## src/verilog/bn_alu_settings.svh

```systemverilog
// Bignum ALU settings
// Word widths and counts shared by every block of the ALU

`ifndef BN_ALU_SETTINGS_SVH
`define BN_ALU_SETTINGS_SVH

// Data word width
`define BN_WLEN 256

// Base write port width and number of base words per data word
`define BN_BASE_WLEN 32
`define BN_BASE_WORDS 8

// Shift amount width
`define BN_SHIFT_W 8

// Flag groups and bits per group
`define BN_FLAG_GROUPS 2
`define BN_FLAGS_W 4

`endif

```

## src/verilog/bn_alu_pkg.sv

```systemverilog
// Bignum ALU package
// Operation codes, flag layout and steering types for the ALU blocks

`default_nettype none

`include "bn_alu_settings.svh"

package bn_alu_pkg;

  // Operation code
  typedef enum logic [3:0] {
    alu_add  = 4'd0,
    alu_addc = 4'd1,
    alu_addm = 4'd2,
    alu_sub  = 4'd3,
    alu_subb = 4'd4,
    alu_subm = 4'd5,
    alu_rshi = 4'd6,
    alu_xor  = 4'd7,
    alu_or   = 4'd8,
    alu_and  = 4'd9,
    alu_not  = 4'd10
  } alu_op_e;

  // One flag group, C in the MSB
  typedef struct packed {
    logic C;
    logic M;
    logic L;
    logic Z;
  } flags_t;

  // Flag picked for conditional select
  typedef enum logic [1:0] {
    sel_c = 2'd0,
    sel_m = 2'd1,
    sel_l = 2'd2,
    sel_z = 2'd3
  } flag_e;

  // Special-register address
  typedef enum logic {
    ispr_mod   = 1'b0,
    ispr_flags = 1'b1
  } ispr_e;

  // Pseudo-mod mode for the adders
  typedef enum logic [1:0] {
    mod_none = 2'd0,
    mod_add  = 2'd1,
    mod_sub  = 2'd2
  } mod_mode_e;

  // Source of the ALU result
  typedef enum logic [1:0] {
    res_arith = 2'd0,
    res_shift = 2'd1,
    res_logic = 2'd2
  } result_sel_e;

endpackage

`default_nettype wire

```

## src/verilog/bn_alu_logic.sv

```systemverilog
// Bignum ALU logic unit
// XOR, OR, AND of A with the shifted operand, NOT of the shifted operand

`default_nettype none

`include "bn_alu_settings.svh"

module bn_alu_logic (
  input  bn_alu_pkg::alu_op_e op_i,
  input  logic [`BN_WLEN-1:0] operand_a_i,
  input  logic [`BN_WLEN-1:0] shift_res_i,
  input  logic                flag_c_i,
  output logic [`BN_WLEN-1:0] logic_res_o,
  output bn_alu_pkg::flags_t  logic_flags_o
);

  always_comb begin
    case (op_i)
      bn_alu_pkg::alu_xor: logic_res_o = operand_a_i ^ shift_res_i;
      bn_alu_pkg::alu_or:  logic_res_o = operand_a_i | shift_res_i;
      bn_alu_pkg::alu_and: logic_res_o = operand_a_i & shift_res_i;
      default:             logic_res_o = ~shift_res_i;
    endcase
  end

  // C passes through unchanged
  assign logic_flags_o.C = flag_c_i;
  assign logic_flags_o.M = logic_res_o[`BN_WLEN-1];
  assign logic_flags_o.L = logic_res_o[0];
  assign logic_flags_o.Z = ~|logic_res_o;

endmodule

`default_nettype wire

```

## config.mk

```make
export PLATFORM = sky130hd
export DESIGN_NAME = bn_alu_logic
export DESIGN_NICKNAME = d
export VERILOG_FILES = /design/src/verilog/bn_alu_pkg.sv /design/src/verilog/bn_alu_logic.sv
export VERILOG_INCLUDE_DIRS = /design/src /design/src/verilog
export SDC_FILE = /design/constraint.sdc
export NUM_CORES = 1
export LEC_CHECK = 0
export ABC_AREA = 1
export BUFFER_PORTS_ARGS = -buffer_cell sky130_fd_sc_hd__buf_4
export CAP_MARGIN = 15
export CELL_PAD_IN_SITES_DETAIL_PLACEMENT = 0
export CELL_PAD_IN_SITES_GLOBAL_PLACEMENT = 2
export CORE_AREA = 3 3 298 300
export DETAILED_ROUTE_END_ITERATION = 8
export DIE_AREA = 0 0 301 303
export PLACE_DENSITY_LB_ADDON = 0.1
export SLEW_MARGIN = 20
export SYNTH_ARGS = -nofsm -noshare
export SYNTH_HDL_FRONTEND = slang
export SYNTH_SLANG_ARGS = --single-unit
```

## constraint.sdc

```tcl
create_clock -name vclk -period 6.96
set_clock_uncertainty 0.1 [all_clocks]
set_input_delay 1.392 -clock vclk [all_inputs]
set_output_delay 1.392 -clock vclk [all_outputs]
set_load 0.02 [all_outputs]
```

**Word level (Yosys, flattened, before mapping)**

Index checks and enable logic that the tools add are counted.

- Output and inout port bits: 260
- ROM bits: 0
- Memory bits (writable): 0
- Bits in latches: 0
- Memories kept: 0
- Logic and storage cells: 10
- Input port bits: 517
- Bits in registers: 0

- Bitwise gates (word level): 4
- Multiplexer cells: 1
- Magnitude comparators: 0
- $mul: 0
- Div/mod/pow operators: 0
- $add $sub $neg: 0
- Shifts and indexed selects: 0
- Eq/ne operators: 3
- Reductions and logical operators: 2

Operators by type and width:

| kind | count |
|---|---|
| one-hot mux 256 bit (3 select lines) | 1 |
| AND 256 bit | 1 |
| inverter 256 bit | 1 |
| bitwise OR 256 bit | 1 |
| OR reduction 256 bit | 1 |
| XOR 256 bit | 1 |
| == test 4 bit (second input constant) | 2 |
| == test 4 x 3 -> 1 bit (second input constant) | 1 |
| zero test 1 bit | 1 |

**Longest topological paths before layout**

- Word-level depth: 4
- Depth in mapped cells: 16

**Worst setup path before layout**

Ideal clock, no wire load.

- Path type: in2out
- From: input port op_i[3]
- To: output port logic_flags_o[0] in the netlist's numbering
- Required time: 5.468 ns
- Path slack: 2.440 ns
- Data arrival time: 3.028 ns
- Cell stages on the path: 16
- Path buffers: 2
- Path through: inv_2 -> nor2_2 -> nand2_1 -> nand2_2 -> buf_4 -> buf_4 -> nor2_1 -> nor2_1 -> nand2_1 -> nor2_1 -> nand2_1 -> nor2_1 -> nand2_1 -> nor2_1 -> nand2_1 -> nor2_1

RTL lines:

| item | RTL line | text |
|---|---|---|
| from (decl) | bn_alu_logic.sv:9 | `input bn_alu_pkg::alu_op_e op_i,` |
| to (decl) | bn_alu_logic.sv:14 | `output bn_alu_pkg::flags_t logic_flags_o` |

==> impl_metrics.ini <==
[setup_path]
crit_arrival_ns = 4.89
worst_setup_path_start_kind = primary input
slowest_stage = nand2_8
crit_path_max_fanout = 51
critPathBufInv = 6
path_cells = buf_4 -> nand2_1 -> inv_8 -> nand2_1 -> nand2_8 -> buf_12 -> buf_12 -> buf_4 -> nor2_1 -> nor2_1 -> nand2_1 -> nor2_1 -> nand2_1 -> nor2_1 -> nand2_1 -> nor2_1 -> nand2_1 -> nor2_1 -> buf_4
slowest_delay_ns = 0.36
crit_required_ns = 5.47
crit_family = simple AND/OR/NAND/NOR gates
worstSetupEndpointType = output port
criticalPathCategory = in -> out

[floorplan]
dieArea_um2 = 91200
io_pins = 777
start_util_pct = 21.75
die_x_um = 301
row_count = 108
chipHeight_um = 303
core_um2 = 86480

[drt]
drtAntennaViolNets = 0
routed_wl_um = 108200
drtIter0Drc = 1255
wl_per_cell_um = 21.21
drt_pass1_iterations = 5
viasPerCell = 4.434
via_count = 22610
drcViolationCount = 0

[finish]
regArea_um2 = 0
mostFrequentLayoutCells = 809 x buf_4, 784 x inv_1, 749 x nand3_1
finalNonFillerCells = 5100
final_common_cell = buf_4
drive_gt1_share_pct = 21.28
seq_cells = 0
fin_nets = 4959
area_growth_pct = 37.96
num-clock-buffers = 0

[power]
power_leakage_nw = 15.66
powerDensity_nw_per_um2 = 65.58
peakVddDrop_mv = 0.05922

[cts]
cts_resized = 0
cts_setup_buffers = 0
cts_hold_buf = 0

[placed_design]
dp_hpwl_um = 88670
dp.cells = 5083
pre_cts_ws_ns = 0.3804
io_buffers = 775
gp_congestion = 0.8280

[global_routing]
track_usage_pct = 22.43
grt_max_degree = 163
grt_pass1_wl_um = 153100
grt_remaining_overflow = 0
antenna_found_initial = 22
grt_pass1_vias = 22180

[yosys]
yosysWarnings = 0
synth_top_area_share_pct = 34.05
postSynthAreaPerCell_um2 = 5.712
syn_nets = 4323
ys_seq_area_share_pct = 0
synthCells = 3294
yosysUniqueCellTypes = 16
synth.largest_area_cell = ha_1
netlist_area_um2 = 18810
synth.area.top_cells = ha_1 34%, nand3_1 20%, inv_1 16%

[timing]
fin_crit_sh_pct = 91.62
finalSetupViolations = 0
fin_ws_ns = 0.5829
drv_slew = 0
post-route-min-period_ns = 6.377
worst_pin_slew_ns = 0.9625
relSlewSlack_pct = 35.83
fin_setup_tns_ns = 0
hold_viol = 0
max_clock_freq_ghz = 0.1568
rsz0062_at_grt = false

[run_status]
status = completed

[run]
maxCapViolations = 0

[worst_hold_path]
hold_class = in -> out
## where the power goes
group	switching (mW)	internal [mW]	total [mW]
sequential	0	0	0
combinational	1.05	0.653	1.70
clock	0	0.000000328	0.000000328
## cells in the mapped netlist (all sizes together)
| cell type | number |
|---|---|
| inv | 787 |
| nand3 | 749 |
| nor2 | 599 |
| ha | 512 |
| nand3b | 240 |
| nand2 | 210 |
| clkbuf | 147 |
| buf | 47 |
| o21ai | 2 |
| clkinv | 1 |
## final timing paths
check  slack (ns)  cells after the start  startpoint               end
max          0.58                     19     op_i[0]  logic_flags_o[0]
min          2.68                      0    flag_c_i  logic_flags_o[3]
## per-layer routing
layer | global-route usage, % | vias to the layer above | share of wire, %
li1 | - | 11490 | -
met1 | 27.85 | 10510 | 43
met2 | 41.09 | 527 | 51
met3 | 3.263 | 78 | 4.9
met4 | 4.231 | 12 | 1.9
met5 | 0 | - | 0.075
## logic make-up after synthesis
logic type,share of synthesized area (%)
simple gates,45.68
fa+ha+maj,34.05
compound gates,0.05320
buf+inv,20.22
## stage by stage
step / power, mW / area, um2 / hold slack (ns) / util (%)
final: 1.702 / 25960 / 2.684 / 30.01
after CTS: 1.739 / 25910 / 2.684 / 29.96
after detailed placement: 1.732 / 25910 / 2.684 / 29.96
after global routing: 1.892 / 25940 / 2.684 / 30.00
after floorplan: 0.8217 / 18810 / 2.797 / -
after global placement: 1.741 / 25910 / 2.684 / 29.96
## final cells by class
| type | count | area, um2 |
|---|---|---|
| Antenna cell | 17 | 42.54 |
| Fill cell | 9937 | 60530 |
| Inverter | 788 | 2965 |
| Multi-Input combinational cell | 2312 | 15050 |
| Tap cell | 1155 | 1445 |
| Timing Repair Buffer | 828 | 6454 |
No activity file was read; power rests on OpenSTA's default activity.
