[src/verilog/bn_alu_settings.svh]
// Bignum ALU settings
// Word widths and counts shared by every block of the ALU

`ifndef BN_ALU_SETTINGS_SVH
`define BN_ALU_SETTINGS_SVH

// Data word width
`define BN_WLEN 256

// Base write port width and number of base words per data word
`define BN_BASE_WLEN 32
`define BN_BASE_WORDS 8

// Shift amount width
`define BN_SHIFT_W 8

// Flag groups and bits per group
`define BN_FLAG_GROUPS 2
`define BN_FLAGS_W 4

`endif

[src/verilog/bn_alu_pkg.sv]
// Bignum ALU package
// Operation codes, flag layout and steering types for the ALU blocks

`default_nettype none

`include "bn_alu_settings.svh"

package bn_alu_pkg;

  // Operation code
  typedef enum logic [3:0] {
    alu_add  = 4'd0,
    alu_addc = 4'd1,
    alu_addm = 4'd2,
    alu_sub  = 4'd3,
    alu_subb = 4'd4,
    alu_subm = 4'd5,
    alu_rshi = 4'd6,
    alu_xor  = 4'd7,
    alu_or   = 4'd8,
    alu_and  = 4'd9,
    alu_not  = 4'd10
  } alu_op_e;

  // One flag group, C in the MSB
  typedef struct packed {
    logic C;
    logic M;
    logic L;
    logic Z;
  } flags_t;

  // Flag picked for conditional select
  typedef enum logic [1:0] {
    sel_c = 2'd0,
    sel_m = 2'd1,
    sel_l = 2'd2,
    sel_z = 2'd3
  } flag_e;

  // Special-register address
  typedef enum logic {
    ispr_mod   = 1'b0,
    ispr_flags = 1'b1
  } ispr_e;

  // Pseudo-mod mode for the adders
  typedef enum logic [1:0] {
    mod_none = 2'd0,
    mod_add  = 2'd1,
    mod_sub  = 2'd2
  } mod_mode_e;

  // Source of the ALU result
  typedef enum logic [1:0] {
    res_arith = 2'd0,
    res_shift = 2'd1,
    res_logic = 2'd2
  } result_sel_e;

endpackage

`default_nettype wire

[src/verilog/bn_alu_decoder.sv]
// Bignum ALU operation decoder
// Turns the operation code into steering for shifter, adders, logic unit and flags

`default_nettype none

`include "bn_alu_settings.svh"

module bn_alu_decoder (
  input  bn_alu_pkg::alu_op_e     op_i,
  input  logic                    shift_right_i,
  input  logic                    flag_en_i,
  input  logic                    flag_c_i,
  output logic                    shift_right_o,
  output logic                    use_a_o,
  output logic                    y_carry_in_o,
  output logic                    y_invert_o,
  output logic                    adder_flags_we_o,
  output logic                    logic_flags_we_o,
  output bn_alu_pkg::mod_mode_e   mod_mode_o,
  output bn_alu_pkg::result_sel_e result_sel_o
);

  logic adder_we_raw;
  logic logic_we_raw;

  always_comb begin
    // Defaults: plain Y add, shifter direction from the operation
    shift_right_o = shift_right_i;
    use_a_o       = 1'b0;
    y_carry_in_o  = 1'b0;
    y_invert_o    = 1'b0;
    adder_we_raw  = 1'b0;
    logic_we_raw  = 1'b0;
    mod_mode_o    = bn_alu_pkg::mod_none;
    result_sel_o  = bn_alu_pkg::res_arith;

    case (op_i)
      bn_alu_pkg::alu_add: begin
        adder_we_raw = 1'b1;
      end
      bn_alu_pkg::alu_addc: begin
        // Carry in from the selected group
        y_carry_in_o = flag_c_i;
        adder_we_raw = 1'b1;
      end
      bn_alu_pkg::alu_addm: begin
        // Y subtracts MOD from the X sum
        y_carry_in_o = 1'b1;
        y_invert_o   = 1'b1;
        mod_mode_o   = bn_alu_pkg::mod_add;
      end
      bn_alu_pkg::alu_sub: begin
        // A + ~B + 1
        y_carry_in_o = 1'b1;
        y_invert_o   = 1'b1;
        adder_we_raw = 1'b1;
      end
      bn_alu_pkg::alu_subb: begin
        // Borrow in is the inverted carry flag
        y_carry_in_o = ~flag_c_i;
        y_invert_o   = 1'b1;
        adder_we_raw = 1'b1;
      end
      bn_alu_pkg::alu_subm: begin
        // Y adds MOD back to the X difference
        mod_mode_o = bn_alu_pkg::mod_sub;
      end
      bn_alu_pkg::alu_rshi: begin
        // {A, B} >> shift_amt, no flags
        shift_right_o = 1'b1;
        use_a_o       = 1'b1;
        result_sel_o  = bn_alu_pkg::res_shift;
      end
      bn_alu_pkg::alu_xor,
      bn_alu_pkg::alu_or,
      bn_alu_pkg::alu_and,
      bn_alu_pkg::alu_not: begin
        logic_we_raw = 1'b1;
        result_sel_o = bn_alu_pkg::res_logic;
      end
      default: ;
    endcase
  end

  // Flags only written when the operation asks for it
  assign adder_flags_we_o = flag_en_i & adder_we_raw;
  assign logic_flags_we_o = flag_en_i & logic_we_raw;

endmodule

`default_nettype wire

[config.mk]
export PLATFORM = sky130hd
export DESIGN_NAME = bn_alu_decoder
export DESIGN_NICKNAME = d
export VERILOG_FILES = /design/src/verilog/bn_alu_pkg.sv /design/src/verilog/bn_alu_decoder.sv
export VERILOG_INCLUDE_DIRS = /design/src /design/src/verilog
export SDC_FILE = /design/constraint.sdc
export NUM_CORES = 1
export LEC_CHECK = 0
export ABC_CLOCK_PERIOD_IN_PS = 1200
export BUFFER_PORTS_ARGS = -buffer_cell sky130_fd_sc_hd__buf_2
export CAP_MARGIN = 20
export CORE_AREA = 2 2 39 41
export DETAILED_ROUTE_END_ITERATION = 7
export DIE_AREA = 0 0 41 43
export SYNTH_ARGS = -nofsm -noshare
export SYNTH_HDL_FRONTEND = slang
export SYNTH_SLANG_ARGS = --single-unit
[constraint.sdc]
create_clock -name vclk -period 1.2
set_input_delay 0.24 -clock vclk [all_inputs]
set_output_delay 0.24 -clock vclk [all_outputs]
set_load 0.005 [all_outputs]
Yosys cells after proc, flatten, opt, wreduce, memory -nomap -nowiden --
Index checks and enable logic that the tools add are counted.
Storage, ports and cells: output and inout bits 10, flip-flop bits (word level) 0, logic and storage cells 26, input port bits 7
Operators by class: mux-type cells 8, bitwise operators 3, eq/ne operators 10, reduce and logical (&&, ||, !) cells 5
Operators by type and width (count):
- $eq A4 B3 Y1 const B | 4
- $eq A4 B4 Y1 const B | 3
- $eq A4 B2 Y1 const B | 2
- $pmux W2 S2 | 2
- $reduce_or A4 Y1 | 2
- $mux W1 | 5
- $eq A4 B1 Y1 const B | 1
- $logic_not A4 Y1 | 1
- $pmux W1 S3 | 1
- $reduce_or A3 Y1 | 1
- $and A1 B1 Y1 | 2
- $reduce_or A2 Y1 | 1
- $not A1 Y1 | 1

Longest topological paths before layout --
depth in word-level cells 4, mapped depth 3

Worst setup path after synthesis --
OpenSTA, ideal clock, no wires.
path kind input-to-output, start point input port op_i[0], end point output port y_carry_in_o, arrival 0.898 ns, data required time 0.960 ns, cell stages on the path 3, buffers on the path 0, setup slack 0.062 ns, cells stage by stage or3b_1 -> o22a_1 -> nor2_1
Between the ends: longest elaborated chain between the ends 3, elaborated cells between the ends (all ways) 6, classes of those cells eq/ne (4); mux (1); reduce/logical (1)
RTL lines:
- start: declaration | RTL line bn_alu_decoder.sv:9 | input bn_alu_pkg::alu_op_e op_i,
- $eq A4 B2 Y1 | RTL line bn_alu_decoder.sv:37 | case (op_i)
- $reduce_or A2 Y1 (no source line)
- $pmux W1 S3 * | RTL line bn_alu_decoder.sv:37
- end: declaration | RTL line bn_alu_decoder.sv:15 | output logic y_carry_in_o,
Every way passes the cells marked *; elsewhere a longest branch is shown, timed or not.

Worst setup path after layout --
start point input port op_i[1], end point output port y_carry_in_o
The elaborated chain is that of the path after synthesis.

==> impl_metrics.env <==
export IMPL_relSlewSlack_pct=89.1
export IMPL_synth_cell_area_sq_um=119
export IMPL_worst_slew_pin_slew_ns=0.160
export IMPL_yosys_area_share_adder_pct=0
export IMPL_area_growth_pct=176
export IMPL_crit_path_max_incr_delay_ns=0.38
export IMPL_synth_nets=26
export IMPL_drc=0
export IMPL_placed_cells=55
export IMPL_overflow=0
export IMPL_tns_ns=-0.178
export IMPL_grt_pass1_wl_microns=786
export IMPL_viasPerCell=3.86
export IMPL_flops_and_latches=0
export IMPL_cap_violations=0
export IMPL_gp_congestion=0.614
export IMPL_finalWirelength_microns=515
export IMPL_path_max_fanout=2
export IMPL_min_path_type="input pin to output port"
export IMPL_antenna_found_initial=0
export IMPL_fmax_ghz=0.755
export IMPL_die_x_microns=41
export IMPL_path_cells="buf_6 > or3b_4 > o22a_1 > nor2_1 > buf_2"
export IMPL_drv_slew=0
export IMPL_cp_start_kind="input pin"
export IMPL_yosys_area_share_simple_pct=65.3
export IMPL_finalNetCount=50
export IMPL_period_share_pct=110
export IMPL_worstSetupEndpointType="output port"
export IMPL_whs_endpoint="shift_right_o"
export IMPL_min_path_cells=3
export IMPL_std_cell_rows=14
export IMPL_grt_pass1_vias=194
export IMPL_ys_seq_area_share_pct=0
export IMPL_syn_inst=19
export IMPL_status="complete, but fails checks"
export IMPL_fin_crit_ns=1.32
export IMPL_postLayoutCellArea_sq_um=328
export IMPL_synth_compound_area_share_pct=20.0
export IMPL_setup_violations=2
export IMPL_synthMuxAreaShare_pct=8.42
export IMPL_pwr_share_comb_pct=100.0
export IMPL_powerDensity_mw_per_mm2=308
export IMPL_core_area_sq_mm=0.00138
export IMPL_die_area_sq_mm=0.00176
export IMPL_place_area_sq_um=246
export IMPL_hold_start="shift_right_i"
export IMPL_seqCellArea_sq_um=0
export IMPL_crit_slowest_cell="or3b_4"
export IMPL_synth_cell_type_count=13
export IMPL_switchingPower_uw=40.7
export IMPL_final_hold_viol_count=0
export IMPL_yosysWarnings=0
export IMPL_p_seq_share_pct=0
export IMPL_grt_setup_unrepaired="yes"
export IMPL_antenna_left=0
export IMPL_wl_per_cell_microns=9.04
export IMPL_worst_slack_ns=-0.124
export IMPL_ios=17
export IMPL_synth_top_family_by_area="simple AND/OR/NAND/NOR gates"
export IMPL_start_util_pct=8.59
export IMPL_dr_pass1_iters=1
export IMPL_syn_avg_cell_area_sq_um=6.26
export IMPL_synth_xor_area_share_pct=0
export IMPL_drive_gt1_share_pct=75.6
export IMPL_power_share_switching_pct=40.2
export IMPL_worstSetupStartpoint="op_i[1]"
export IMPL_grt_max_degree=6
export IMPL_crit_family="simple AND/OR/NAND/NOR gates"
export IMPL_drtIter0Drc=0
export IMPL_ir_drop_uv=128
export IMPL_critPathRequiredTime_ns=0.96
export IMPL_criticalPathCategory="input pin to output port"
export IMPL_crit_cells=5
export IMPL_cts_hold_buf=0
export IMPL_fp_dieH_microns=43
export IMPL_clkPwrFrac_pct=0
export IMPL_clockBufferCount=0
export IMPL_cp_num_buf_inv=2
export IMPL_fillers=162
export IMPL_p_leak_nw=0.173
export IMPL_layoutNonFillerInstCount=57
export IMPL_grt_use_total_pct=5.89
export IMPL_port_buffers=17
export IMPL_n_antenna_cell=0
export IMPL_vias=220
export IMPL_internal_power_uw=60.4
export IMPL_cp_arrival_ns=1.08
export IMPL_violations="negative setup slack"
worst max-delay path by stage:
| stage | slack [ns] | endpoint |
|---|---|---|
| after CTS | -0.13 | y_carry_in_o |
| final | -0.12 | y_carry_in_o |
| after detailed placement | -0.15 | y_carry_in_o |
| after global routing | -0.17 | y_carry_in_o |
| after floorplan | 0.06 | y_carry_in_o |
| after global placement | -0.13 | y_carry_in_o |
cell type report:
class              count  area, sq um  area share, %
multi-input cells     18          155           47.3
well taps             16         20.0           6.11
repair buffers        23          153           46.6
cells in the final DEF, fill, tap and decap left out, types with 3 or more instances in the layout:
cell,synthesis,layout
buf_6,0,4
nand2b_4,0,3
a21oi_1,3,3
buf_4,1,4
buf_2,0,14
Yosys cell counts:
cell type | instances | area [sq um]
or3b_1 | 1 | 8.76
nand2b_1 | 4 | 25.0
nand2_1 | 1 | 3.75
a21oi_1 | 3 | 15.0
nand3b_1 | 1 | 7.51
and2_1 | 1 | 6.26
mux2i_1 | 1 | 10.0
buf_4 | 1 | 7.51
nor3_1 | 1 | 5.00
or2_1 | 1 | 6.26
nor2_1 | 2 | 7.51
nor3b_1 | 1 | 7.51
o22a_1 | 1 | 8.76
tightest hold or removal path: cells and delay by family:
| kind | cells | cell delay, ns |
|---|---|---|
| buffers and inverters | 2 | 0.17 |
| and+or+nand+nor | 1 | 0.08 |
cell families after synthesis:
family	after synthesis
and+or+nand+nor	13
AOI/OAI and AO/OA	4
muxes	1
buffers and inverters	1
repair_timing:
action	4_1_cts	5_1_grt
gates resized for setup	8	6
pin swaps	5	1
endpoints found under the setup margin	6	7
buffers inserted	1	1
power by group through the flow:
stage / sequential, mW / clock [mW] / combinational (mW)
floorplan: 0 / 0 / 0.0271
global placement: 0 / 0 / 0.0697
detailed placement: 0 / 0 / 0.0711
global route: 0 / 0 / 0.112
finish: 0 / 0 / 0.101
CTS: 0 / 0 / 0.0893
layer usage:
layer,track usage (%),part of all wire [%],vias up
li1,-,-,112
met1,10.1,48,91
met2,8.44,40,17
met3,0,12,0
met4,0,0,0
met5,0,0,-
metrics by stage:
stage,hold slack (ns),setup slack [ns],power [mW],utilization [%]
global route,0.752,-0.171,0.112,23.7
global placement,0.724,-0.127,0.0697,17.8
CTS,0.731,-0.133,0.0893,21.2
floorplan,0.508,0.0619,0.0271,-
detailed placement,0.730,-0.152,0.0711,17.8
finish,0.727,-0.124,0.101,23.7
Power figures use the tool's default switching activity.
