<file path="src/verilog/bn_alu_settings.svh">
// Bignum ALU settings
// Word widths and counts shared by every block of the ALU

`ifndef BN_ALU_SETTINGS_SVH
`define BN_ALU_SETTINGS_SVH

// Data word width
`define BN_WLEN 256

// Base write port width and number of base words per data word
`define BN_BASE_WLEN 32
`define BN_BASE_WORDS 8

// Shift amount width
`define BN_SHIFT_W 8

// Flag groups and bits per group
`define BN_FLAG_GROUPS 2
`define BN_FLAGS_W 4

`endif

</file>
<file path="src/verilog/bn_alu_pkg.sv">
// Bignum ALU package
// Operation codes, flag layout and steering types for the ALU blocks

`default_nettype none

`include "bn_alu_settings.svh"

package bn_alu_pkg;

  // Operation code
  typedef enum logic [3:0] {
    alu_add  = 4'd0,
    alu_addc = 4'd1,
    alu_addm = 4'd2,
    alu_sub  = 4'd3,
    alu_subb = 4'd4,
    alu_subm = 4'd5,
    alu_rshi = 4'd6,
    alu_xor  = 4'd7,
    alu_or   = 4'd8,
    alu_and  = 4'd9,
    alu_not  = 4'd10
  } alu_op_e;

  // One flag group, C in the MSB
  typedef struct packed {
    logic C;
    logic M;
    logic L;
    logic Z;
  } flags_t;

  // Flag picked for conditional select
  typedef enum logic [1:0] {
    sel_c = 2'd0,
    sel_m = 2'd1,
    sel_l = 2'd2,
    sel_z = 2'd3
  } flag_e;

  // Special-register address
  typedef enum logic {
    ispr_mod   = 1'b0,
    ispr_flags = 1'b1
  } ispr_e;

  // Pseudo-mod mode for the adders
  typedef enum logic [1:0] {
    mod_none = 2'd0,
    mod_add  = 2'd1,
    mod_sub  = 2'd2
  } mod_mode_e;

  // Source of the ALU result
  typedef enum logic [1:0] {
    res_arith = 2'd0,
    res_shift = 2'd1,
    res_logic = 2'd2
  } result_sel_e;

endpackage

`default_nettype wire

</file>
<file path="src/verilog/bn_alu_ispr.sv">
// Bignum ALU special registers
// Flag groups, MOD register, readback mux and flag-select output

`default_nettype none

`include "bn_alu_settings.svh"

module bn_alu_ispr (
  input  logic                         clk_i,
  input  logic                         rst_ni,
  input  bn_alu_pkg::ispr_e            ispr_addr_i,
  input  logic [`BN_BASE_WLEN-1:0]     ispr_base_wdata_i,
  input  logic [`BN_BASE_WORDS-1:0]    ispr_base_wr_en_i,
  input  logic [`BN_WLEN-1:0]          ispr_bignum_wdata_i,
  input  logic                         ispr_bignum_wr_en_i,
  input  logic                         ispr_init_i,
  input  logic                         flag_group_i,
  input  bn_alu_pkg::flag_e            sel_flag_i,
  input  bn_alu_pkg::flags_t           adder_flags_i,
  input  bn_alu_pkg::flags_t           logic_flags_i,
  input  logic                         adder_flags_we_i,
  input  logic                         logic_flags_we_i,
  output logic [`BN_WLEN-1:0]          ispr_rdata_o,
  output logic [`BN_WLEN-1:0]          mod_o,
  output logic                         flag_c_o,
  output logic                         sel_flag_o
);

  localparam int unsigned FlagBits = `BN_FLAG_GROUPS * `BN_FLAGS_W;

  bn_alu_pkg::flags_t  flags_q [`BN_FLAG_GROUPS];
  bn_alu_pkg::flags_t  flags_d [`BN_FLAG_GROUPS];
  logic [FlagBits-1:0] flags_flat;
  logic                flags_wr;
  bn_alu_pkg::flags_t  cur_flags;
  logic [`BN_WLEN-1:0] mod_q;

  ////////////////////////////////////////////////////////////
  // Flag groups
  ////////////////////////////////////////////////////////////

  // FLAGS base write hits word 0 only
  assign flags_wr = ispr_base_wr_en_i[0] & (ispr_addr_i == bn_alu_pkg::ispr_flags);

  for (genvar g = 0; g < `BN_FLAG_GROUPS; g++) begin : g_flags
    logic op_hit;

    // Operation flags land only in the addressed group
    assign op_hit = (flag_group_i == g) & (adder_flags_we_i | logic_flags_we_i);

    always_comb begin
      flags_d[g] = ispr_base_wdata_i[g*`BN_FLAGS_W +: `BN_FLAGS_W];
      if (ispr_init_i) begin
        flags_d[g] = '0;
      end else if (adder_flags_we_i && (flag_group_i == g)) begin
        flags_d[g] = adder_flags_i;
      end else if (logic_flags_we_i && (flag_group_i == g)) begin
        flags_d[g] = logic_flags_i;
      end
    end

    always_ff @(posedge clk_i or negedge rst_ni) begin
      if (!rst_ni) begin
        flags_q[g] <= '0;
      end else if (ispr_init_i || op_hit || flags_wr) begin
        flags_q[g] <= flags_d[g];
      end
    end

    assign flags_flat[g*`BN_FLAGS_W +: `BN_FLAGS_W] = flags_q[g];
  end

  ////////////////////////////////////////////////////////////
  // MOD register, written per base word or whole
  ////////////////////////////////////////////////////////////

  for (genvar w = 0; w < `BN_BASE_WORDS; w++) begin : g_mod
    logic mod_we;

    assign mod_we = ispr_init_i | ((ispr_addr_i == bn_alu_pkg::ispr_mod) &
                                   (ispr_base_wr_en_i[w] | ispr_bignum_wr_en_i));

    always_ff @(posedge clk_i or negedge rst_ni) begin
      if (!rst_ni) begin
        mod_q[w*`BN_BASE_WLEN +: `BN_BASE_WLEN] <= '0;
      end else if (mod_we) begin
        if (ispr_init_i) begin
          mod_q[w*`BN_BASE_WLEN +: `BN_BASE_WLEN] <= '0;
        end else if (ispr_base_wr_en_i[w]) begin
          mod_q[w*`BN_BASE_WLEN +: `BN_BASE_WLEN] <= ispr_base_wdata_i;
        end else begin
          mod_q[w*`BN_BASE_WLEN +: `BN_BASE_WLEN] <=
            ispr_bignum_wdata_i[w*`BN_BASE_WLEN +: `BN_BASE_WLEN];
        end
      end
    end
  end

  assign mod_o = mod_q;

  // Readback, flags zero-extended
  assign ispr_rdata_o = (ispr_addr_i == bn_alu_pkg::ispr_flags) ?
                        {{(`BN_WLEN - FlagBits){1'b0}}, flags_flat} : mod_q;

  // Selected group feeds carry and conditional select
  assign cur_flags = flags_q[flag_group_i];
  assign flag_c_o  = cur_flags.C;

  always_comb begin
    case (sel_flag_i)
      bn_alu_pkg::sel_m: sel_flag_o = cur_flags.M;
      bn_alu_pkg::sel_l: sel_flag_o = cur_flags.L;
      bn_alu_pkg::sel_z: sel_flag_o = cur_flags.Z;
      default:           sel_flag_o = cur_flags.C;
    endcase
  end

endmodule

`default_nettype wire

</file>
<file path="config.mk">
export PLATFORM = sky130hd
export DESIGN_NAME = bn_alu_ispr
export DESIGN_NICKNAME = d
export VERILOG_FILES = /design/src/verilog/bn_alu_pkg.sv /design/src/verilog/bn_alu_ispr.sv
export VERILOG_INCLUDE_DIRS = /design/src /design/src/verilog
export SDC_FILE = /design/constraint.sdc
export NUM_CORES = 1
export LEC_CHECK = 0
export BUFFER_PORTS_ARGS = -buffer_cell sky130_fd_sc_hd__buf_4
export CAP_MARGIN = 20
export CELL_PAD_IN_SITES_DETAIL_PLACEMENT = 1
export CELL_PAD_IN_SITES_GLOBAL_PLACEMENT = 1
export CORE_AREA = 2 2 322 324
export CTS_CLUSTER_SIZE = 40
export DETAILED_ROUTE_END_ITERATION = 16
export DIE_AREA = 0 0 324 326
export MAX_ROUTING_LAYER = met4
export PLACE_DENSITY_LB_ADDON = 0.08
export SYNTH_ARGS = -nofsm -noshare
export SYNTH_HDL_FRONTEND = slang
export SYNTH_SLANG_ARGS = --single-unit
</file>
<file path="constraint.sdc">
create_clock -name clk_i -period 3.06 [get_ports clk_i]
set_clock_uncertainty 0.1 [all_clocks]
set_input_delay 0.459 -clock clk_i [delete_from_list [all_inputs] [get_ports clk_i]]
set_output_delay 0.459 -clock clk_i [all_outputs]
set_load 0.01 [all_outputs]
</file>
Yosys cells after proc, flatten, opt, wreduce, memory -nomap -nowiden
Cells that the tools add are included.
W data, S select, Z words.
{ "totals": {"register_bits": 264, "input_bits": 314, "out_inout_bits": 514} }
{ "op_classes": {"order_cmp": 1, "n_eq_ne": 3, "n_mux": 27, "n_bitwise": 31, "reduce_logical": 8} }
{ "ops": {"columns": ["op", "n"], "rows": [
  ["$mux W32", 16],
  ["$mux W256", 1],
  ["$mux W4", 9],
  ["$or A1 B1 Y1", 17],
  ["$and A1 B1 Y1", 11],
  ["$eq A2 B2 Y1 const B", 2],
  ["$logic_and A1 B1 Y1", 4],
  ["$logic_or A1 B1 Y1", 4],
  ["$pmux W1 S3", 1],
  ["$eq A2 B1 Y1 const B", 1],
  ["$ge A2 B2 Y1 const B", 1],
  ["$not A1 Y1", 2],
  ["$not A1 Y2", 1]
]} }

Logic depth before layout (Yosys ltp)
{ "depth": {"word_depth": 5, "mapped_depth": 6, "depth_no_buf": 3} }

Worst setup path before layout
No wires, ideal clock.
{ "synth_path": {"path_kind": "input to output", "start": "input port flag_group_i", "end": "output port sel_flag_o", "t_arrival_ps": 1193, "t_required_ps": 2501, "slack_ps": 1308, "stages": 4, "n_path_buf": 1, "path_cell_list": "buf_2 mux2_2 mux2i_1 o21ai_0"} }
{ "synth_between": {"elab_chain_len": 5} }
{ "synth_lines": {"columns": ["item", "line_no", "rtl"], "rows": [
  ["start, declared", "bn_alu_ispr.sv:17", "input logic flag_group_i,"],
  ["$not A1 Y2 (implied by the code)", "bn_alu_ispr.sv:106", "assign cur_flags = flags_q[flag_group_i];"],
  ["$mux W4 (implied by the code) (3 in series)", "bn_alu_ispr.sv:106", null],
  ["$pmux W1 S3", "bn_alu_ispr.sv:110", "case (sel_flag_i)"],
  ["end, declared", "bn_alu_ispr.sv:26", "output logic sel_flag_o"]
]} }
No other way between the ends. The select of a mux whose other input is x is not followed.

Final worst setup path
{ "layout_path": {"start": "input port ispr_addr_i", "end": "output port ispr_rdata_o[0]"} }
{ "layout_between": {"elab_chain_len": 1} }
{ "layout_lines": {"columns": ["item", "line_no", "rtl"], "rows": [
  ["start, declared", "bn_alu_ispr.sv:11", "input bn_alu_pkg::ispr_e ispr_addr_i,"],
  ["$mux W256", "bn_alu_ispr.sv:102", "assign ispr_rdata_o = (ispr_addr_i == bn_alu_pkg::ispr_flags) ?"],
  ["end, declared", "bn_alu_ispr.sv:23", "output logic [`BN_WLEN-1:0] ispr_rdata_o,"]
]} }
No other way between the ends.

==> metrics.md <==
| Metric | Value |
|---|---|
| Status | completed |
| Required time worst endpoint | 2.50 ns |
| DRT Wirelength | 92500 um |
| Area fraction in compound gates after synthesis | 0.166 |
| Clock Sinks | 264 |
| First-pass GRT wire length | 126000 um |
| Synthesized instance count | 1526 |
| RSZ-0062 raised after global routing | no |
| Pre-CTS setup slack | 0.630 ns |
| Max-slew violations | 0 |
| Leakage | 11.9 nW |
| FF+latch count, synth | 264 |
| Fraction of layout cells with a size suffix above 1 | 0.494 |
| Max Cap Viol | 0 |
| NetSw | 3.65 mW |
| Initial antenna violation count | 29 |
| CTS max path bufs | 3 |
| Cell taking the most area after synthesis | dfrtp_1 |
| Crit start category | input port |
| Crit Path Max Fanout | 119 |
| Flop pwr share | 0.355 |
| Post-synth EDFFs | 0 |
| Final setup fails | 0 |
| Hold Crit Class | in2reg |
| Vias in the first global route | 16000 |
| DR pass1 iterations | 4 |
| Buffers on Ports | 827 |
| Synth Area in Simple Gates | 0.163 |
| Slew @ Worst Pin | 0.745 ns |
| Synth Cell Area | 0.0164 mm2 |
| Core footprint | 0.103 mm2 |
| Critical path data arrival time | 1.87 ns |
| Slowest cell on crit path | mux2_2 |
| Clock transition at path regs | 0.06 ns |
| Crit path cell chain | buf_8 > buf_12 > mux2_2 > buf_4 |
| Die height | 326 um |
| CP max stage delay | 0.41 ns |
| Setup_tns | 0 ns |
| Avg Vias per Cell | 4.04 |
| CTS resizes | 0 |
| Syn_nets | 1840 |
| Final nets | 2568 |
| # IOs | 828 |
| Logic pwr share | 0.250 |
| Worst-Skew Late Latency | 0.55 ns |
| Top cell type's share of synthesized area | 0.404 |
| Syn. warnings | 0 |
| Hpwl dp | 70300 um |
| Worst setup margin | 0.633 ns |
| Max_slew headroom | 0.503 |
| Postcts setup bufs | 0 |
| Pin count of the biggest net entering global routing | 120 |
| # hold bufs at CTS | 1 |
| DR iter-0 viols | 505 |
| Mux cell area share after synthesis | 0.194 |
| Final period util | 0.793 |
| P_int | 7.97 mW |
| Total track usage | 0.173 |
| Grt total ovfl | 0 |
| CTS H-tree lvls | 2 |
| Buffers plus inverters on the worst setup path | 3 |
| Antenna Nets Post-Route | 0 |
| Clock root buffer | clkbuf_16 |
| Largest family of logic cells by synthesized area | multiplexers |
| Total number of vias | 14900 |
| XOR/XNOR Fraction of Synth Area | 0 |
| Tmin final | 2.43 ns |
| Synth-to-Final Area Change | 52.3% |
| TritonCTS clock tree | done |
| Worst setup EP type | primary output |
| Crit path kind | in2out |
| Clk pwr share | 0.395 |
| Async SR Flop Fraction | 1.00 |
| Hold WS | 0.144 ns |
| Die Span X | 324 um |
| CTS buffer count | 39 |
| Fmax | 412 MHz |
| Die footprint | 0.106 mm2 |
| Synth top area cells | dfrtp_1, mux2i_1, a211oi_2 |
| Detail-routed net length per standard cell | 25.1 um |
| Switching Share | 0.314 |
| Post-synthesis sequential area ratio | 0.404 |
| Pwr/cell area | 466 mW/mm2 |
| Post-Synth Adder-Cell Area | 0 |
| Final hold viol count | 0 |
| Post-route DRC | 0 |
| Top_reg_cell synth | dfrtp_1 |
| Syn_area_per_cell | 10.7 um2 |
| Distinct cells, synth | 30 |
| Site Rows | 118 |
| Critical path's top delay family | buffers and inverters |
| Peak supply drop | 0.296 mV |
| Initial core utilization | 0.159 |
| GPL Wtd Cong | 0.759 |
## cell usage after synthesis, types with 3 or more instances
master and instances:
a21oi_1 12, a211oi_2 148, buf_4 34, a211oi_1 76
mux2i_1 257, buf_12 3, mux2_4 30, a21boi_0 4
nand2b_1 12, o21ba_4 6, clkbuf_1 61, dfrtp_1 264
clkbuf_4 4, o21ba_2 3, nor2_1 256, o32ai_1 8
or3b_2 4, buf_6 38, buf_2 37, mux2_2 12
nor2b_1 248
## cells by family after synthesis
family / Yosys count
AND/OR/NAND/NOR: 525
multiplexers: 300
flip-flops: 264
AO/OA/AOI/OAI: 259
buffers and inverters: 178
## final cells by class
| cell class | count | area, um2 |
|---|---|---|
| fillers | 11800 | 77700 |
| multi-input cells | 1084 | 8580 |
| repair buffers | 865 | 6680 |
| flip-flops and latches | 264 | 6610 |
| well taps | 1380 | 1730 |
| clock buffers | 62 | 1210 |
| diodes | 25 | 62.6 |
| clock inverters | 5 | 53.8 |
## through the flow
| stage | cells | instance area (um2) | power [mW] | utilization |
|---|---|---|---|---|
| detailed placement | 3592 | 23600 | 7.17 | 0.230 |
| finish | 3685 | 24900 | 11.6 | 0.243 |
| CTS | 3660 | 24900 | 11.9 | 0.242 |
| global route | 3682 | 24900 | 12.2 | 0.243 |
| global placement | 3592 | 23600 | 7.13 | 0.230 |
| floorplan | 1526 | 16400 | 5.53 | - |
## state kept, by name (all words and copies together), names as in the netlist
register / flops
mod_o: 256
flags_flat: 8
## final timing paths
check | to | cells past startpoint | slack, ns | startpoint
max | ispr_rdata_o[0] | 4 | 0.63 | ispr_addr_i
min | mod_o[13] | 3 | 0.14 | ispr_bignum_wdata_i[13]
max reg2reg | mod_o[127] | 2 | 1.94 | mod_o[127]
min reg2reg | mod_o[54] | 1 | 0.46 | mod_o[54]
max in group asynchronous | mod_o[73] | 4 | 1.53 | rst_ni
min in group asynchronous | flags_flat[3] | 2 | 0.40 | rst_ni
## cell usage in the layout, fill, tap and decap left out, drive strengths merged
master	n
a211oi	224
a21boi	4
a21oi	12
and2	1
buf	864
bufinv	1
clkbuf	62
clkinv	4
dfrtp	264
diode	25
dlygate4sd3	1
mux2	42
mux2i	257
mux4	1
nand2	1
nand2b	12
nor2	257
nor2b	248
o21a	1
o21ai	1
o21ba	9
o32ai	8
or2	2
or3b	4
## power by group through the flow
stage / Combinational (mW) / Clock (mW) / Sequential (mW)
detailed placement: 2.98 / 0 / 4.20
global route: 3.15 / 4.90 / 4.16
global placement: 2.94 / 0 / 4.19
finish: 2.90 / 4.59 / 4.12
CTS: 2.98 / 4.80 / 4.14
floorplan: 1.40 / 0 / 4.13
## metal layers
layer,routed length [um],part of all wire,GRT usage
met3,6660,0.072,0.0461
met1,37000,0.40,0.198
met2,47300,0.51,0.302
met4,1490,0.016,0.0376
met5,0,0,-
## tightest hold or removal path, cell delays in order
cell	delay [ns]
buf_4	0.10
mux2i_1	0.11
a211oi_1	0.08
(Power assumes the default switching activity.)
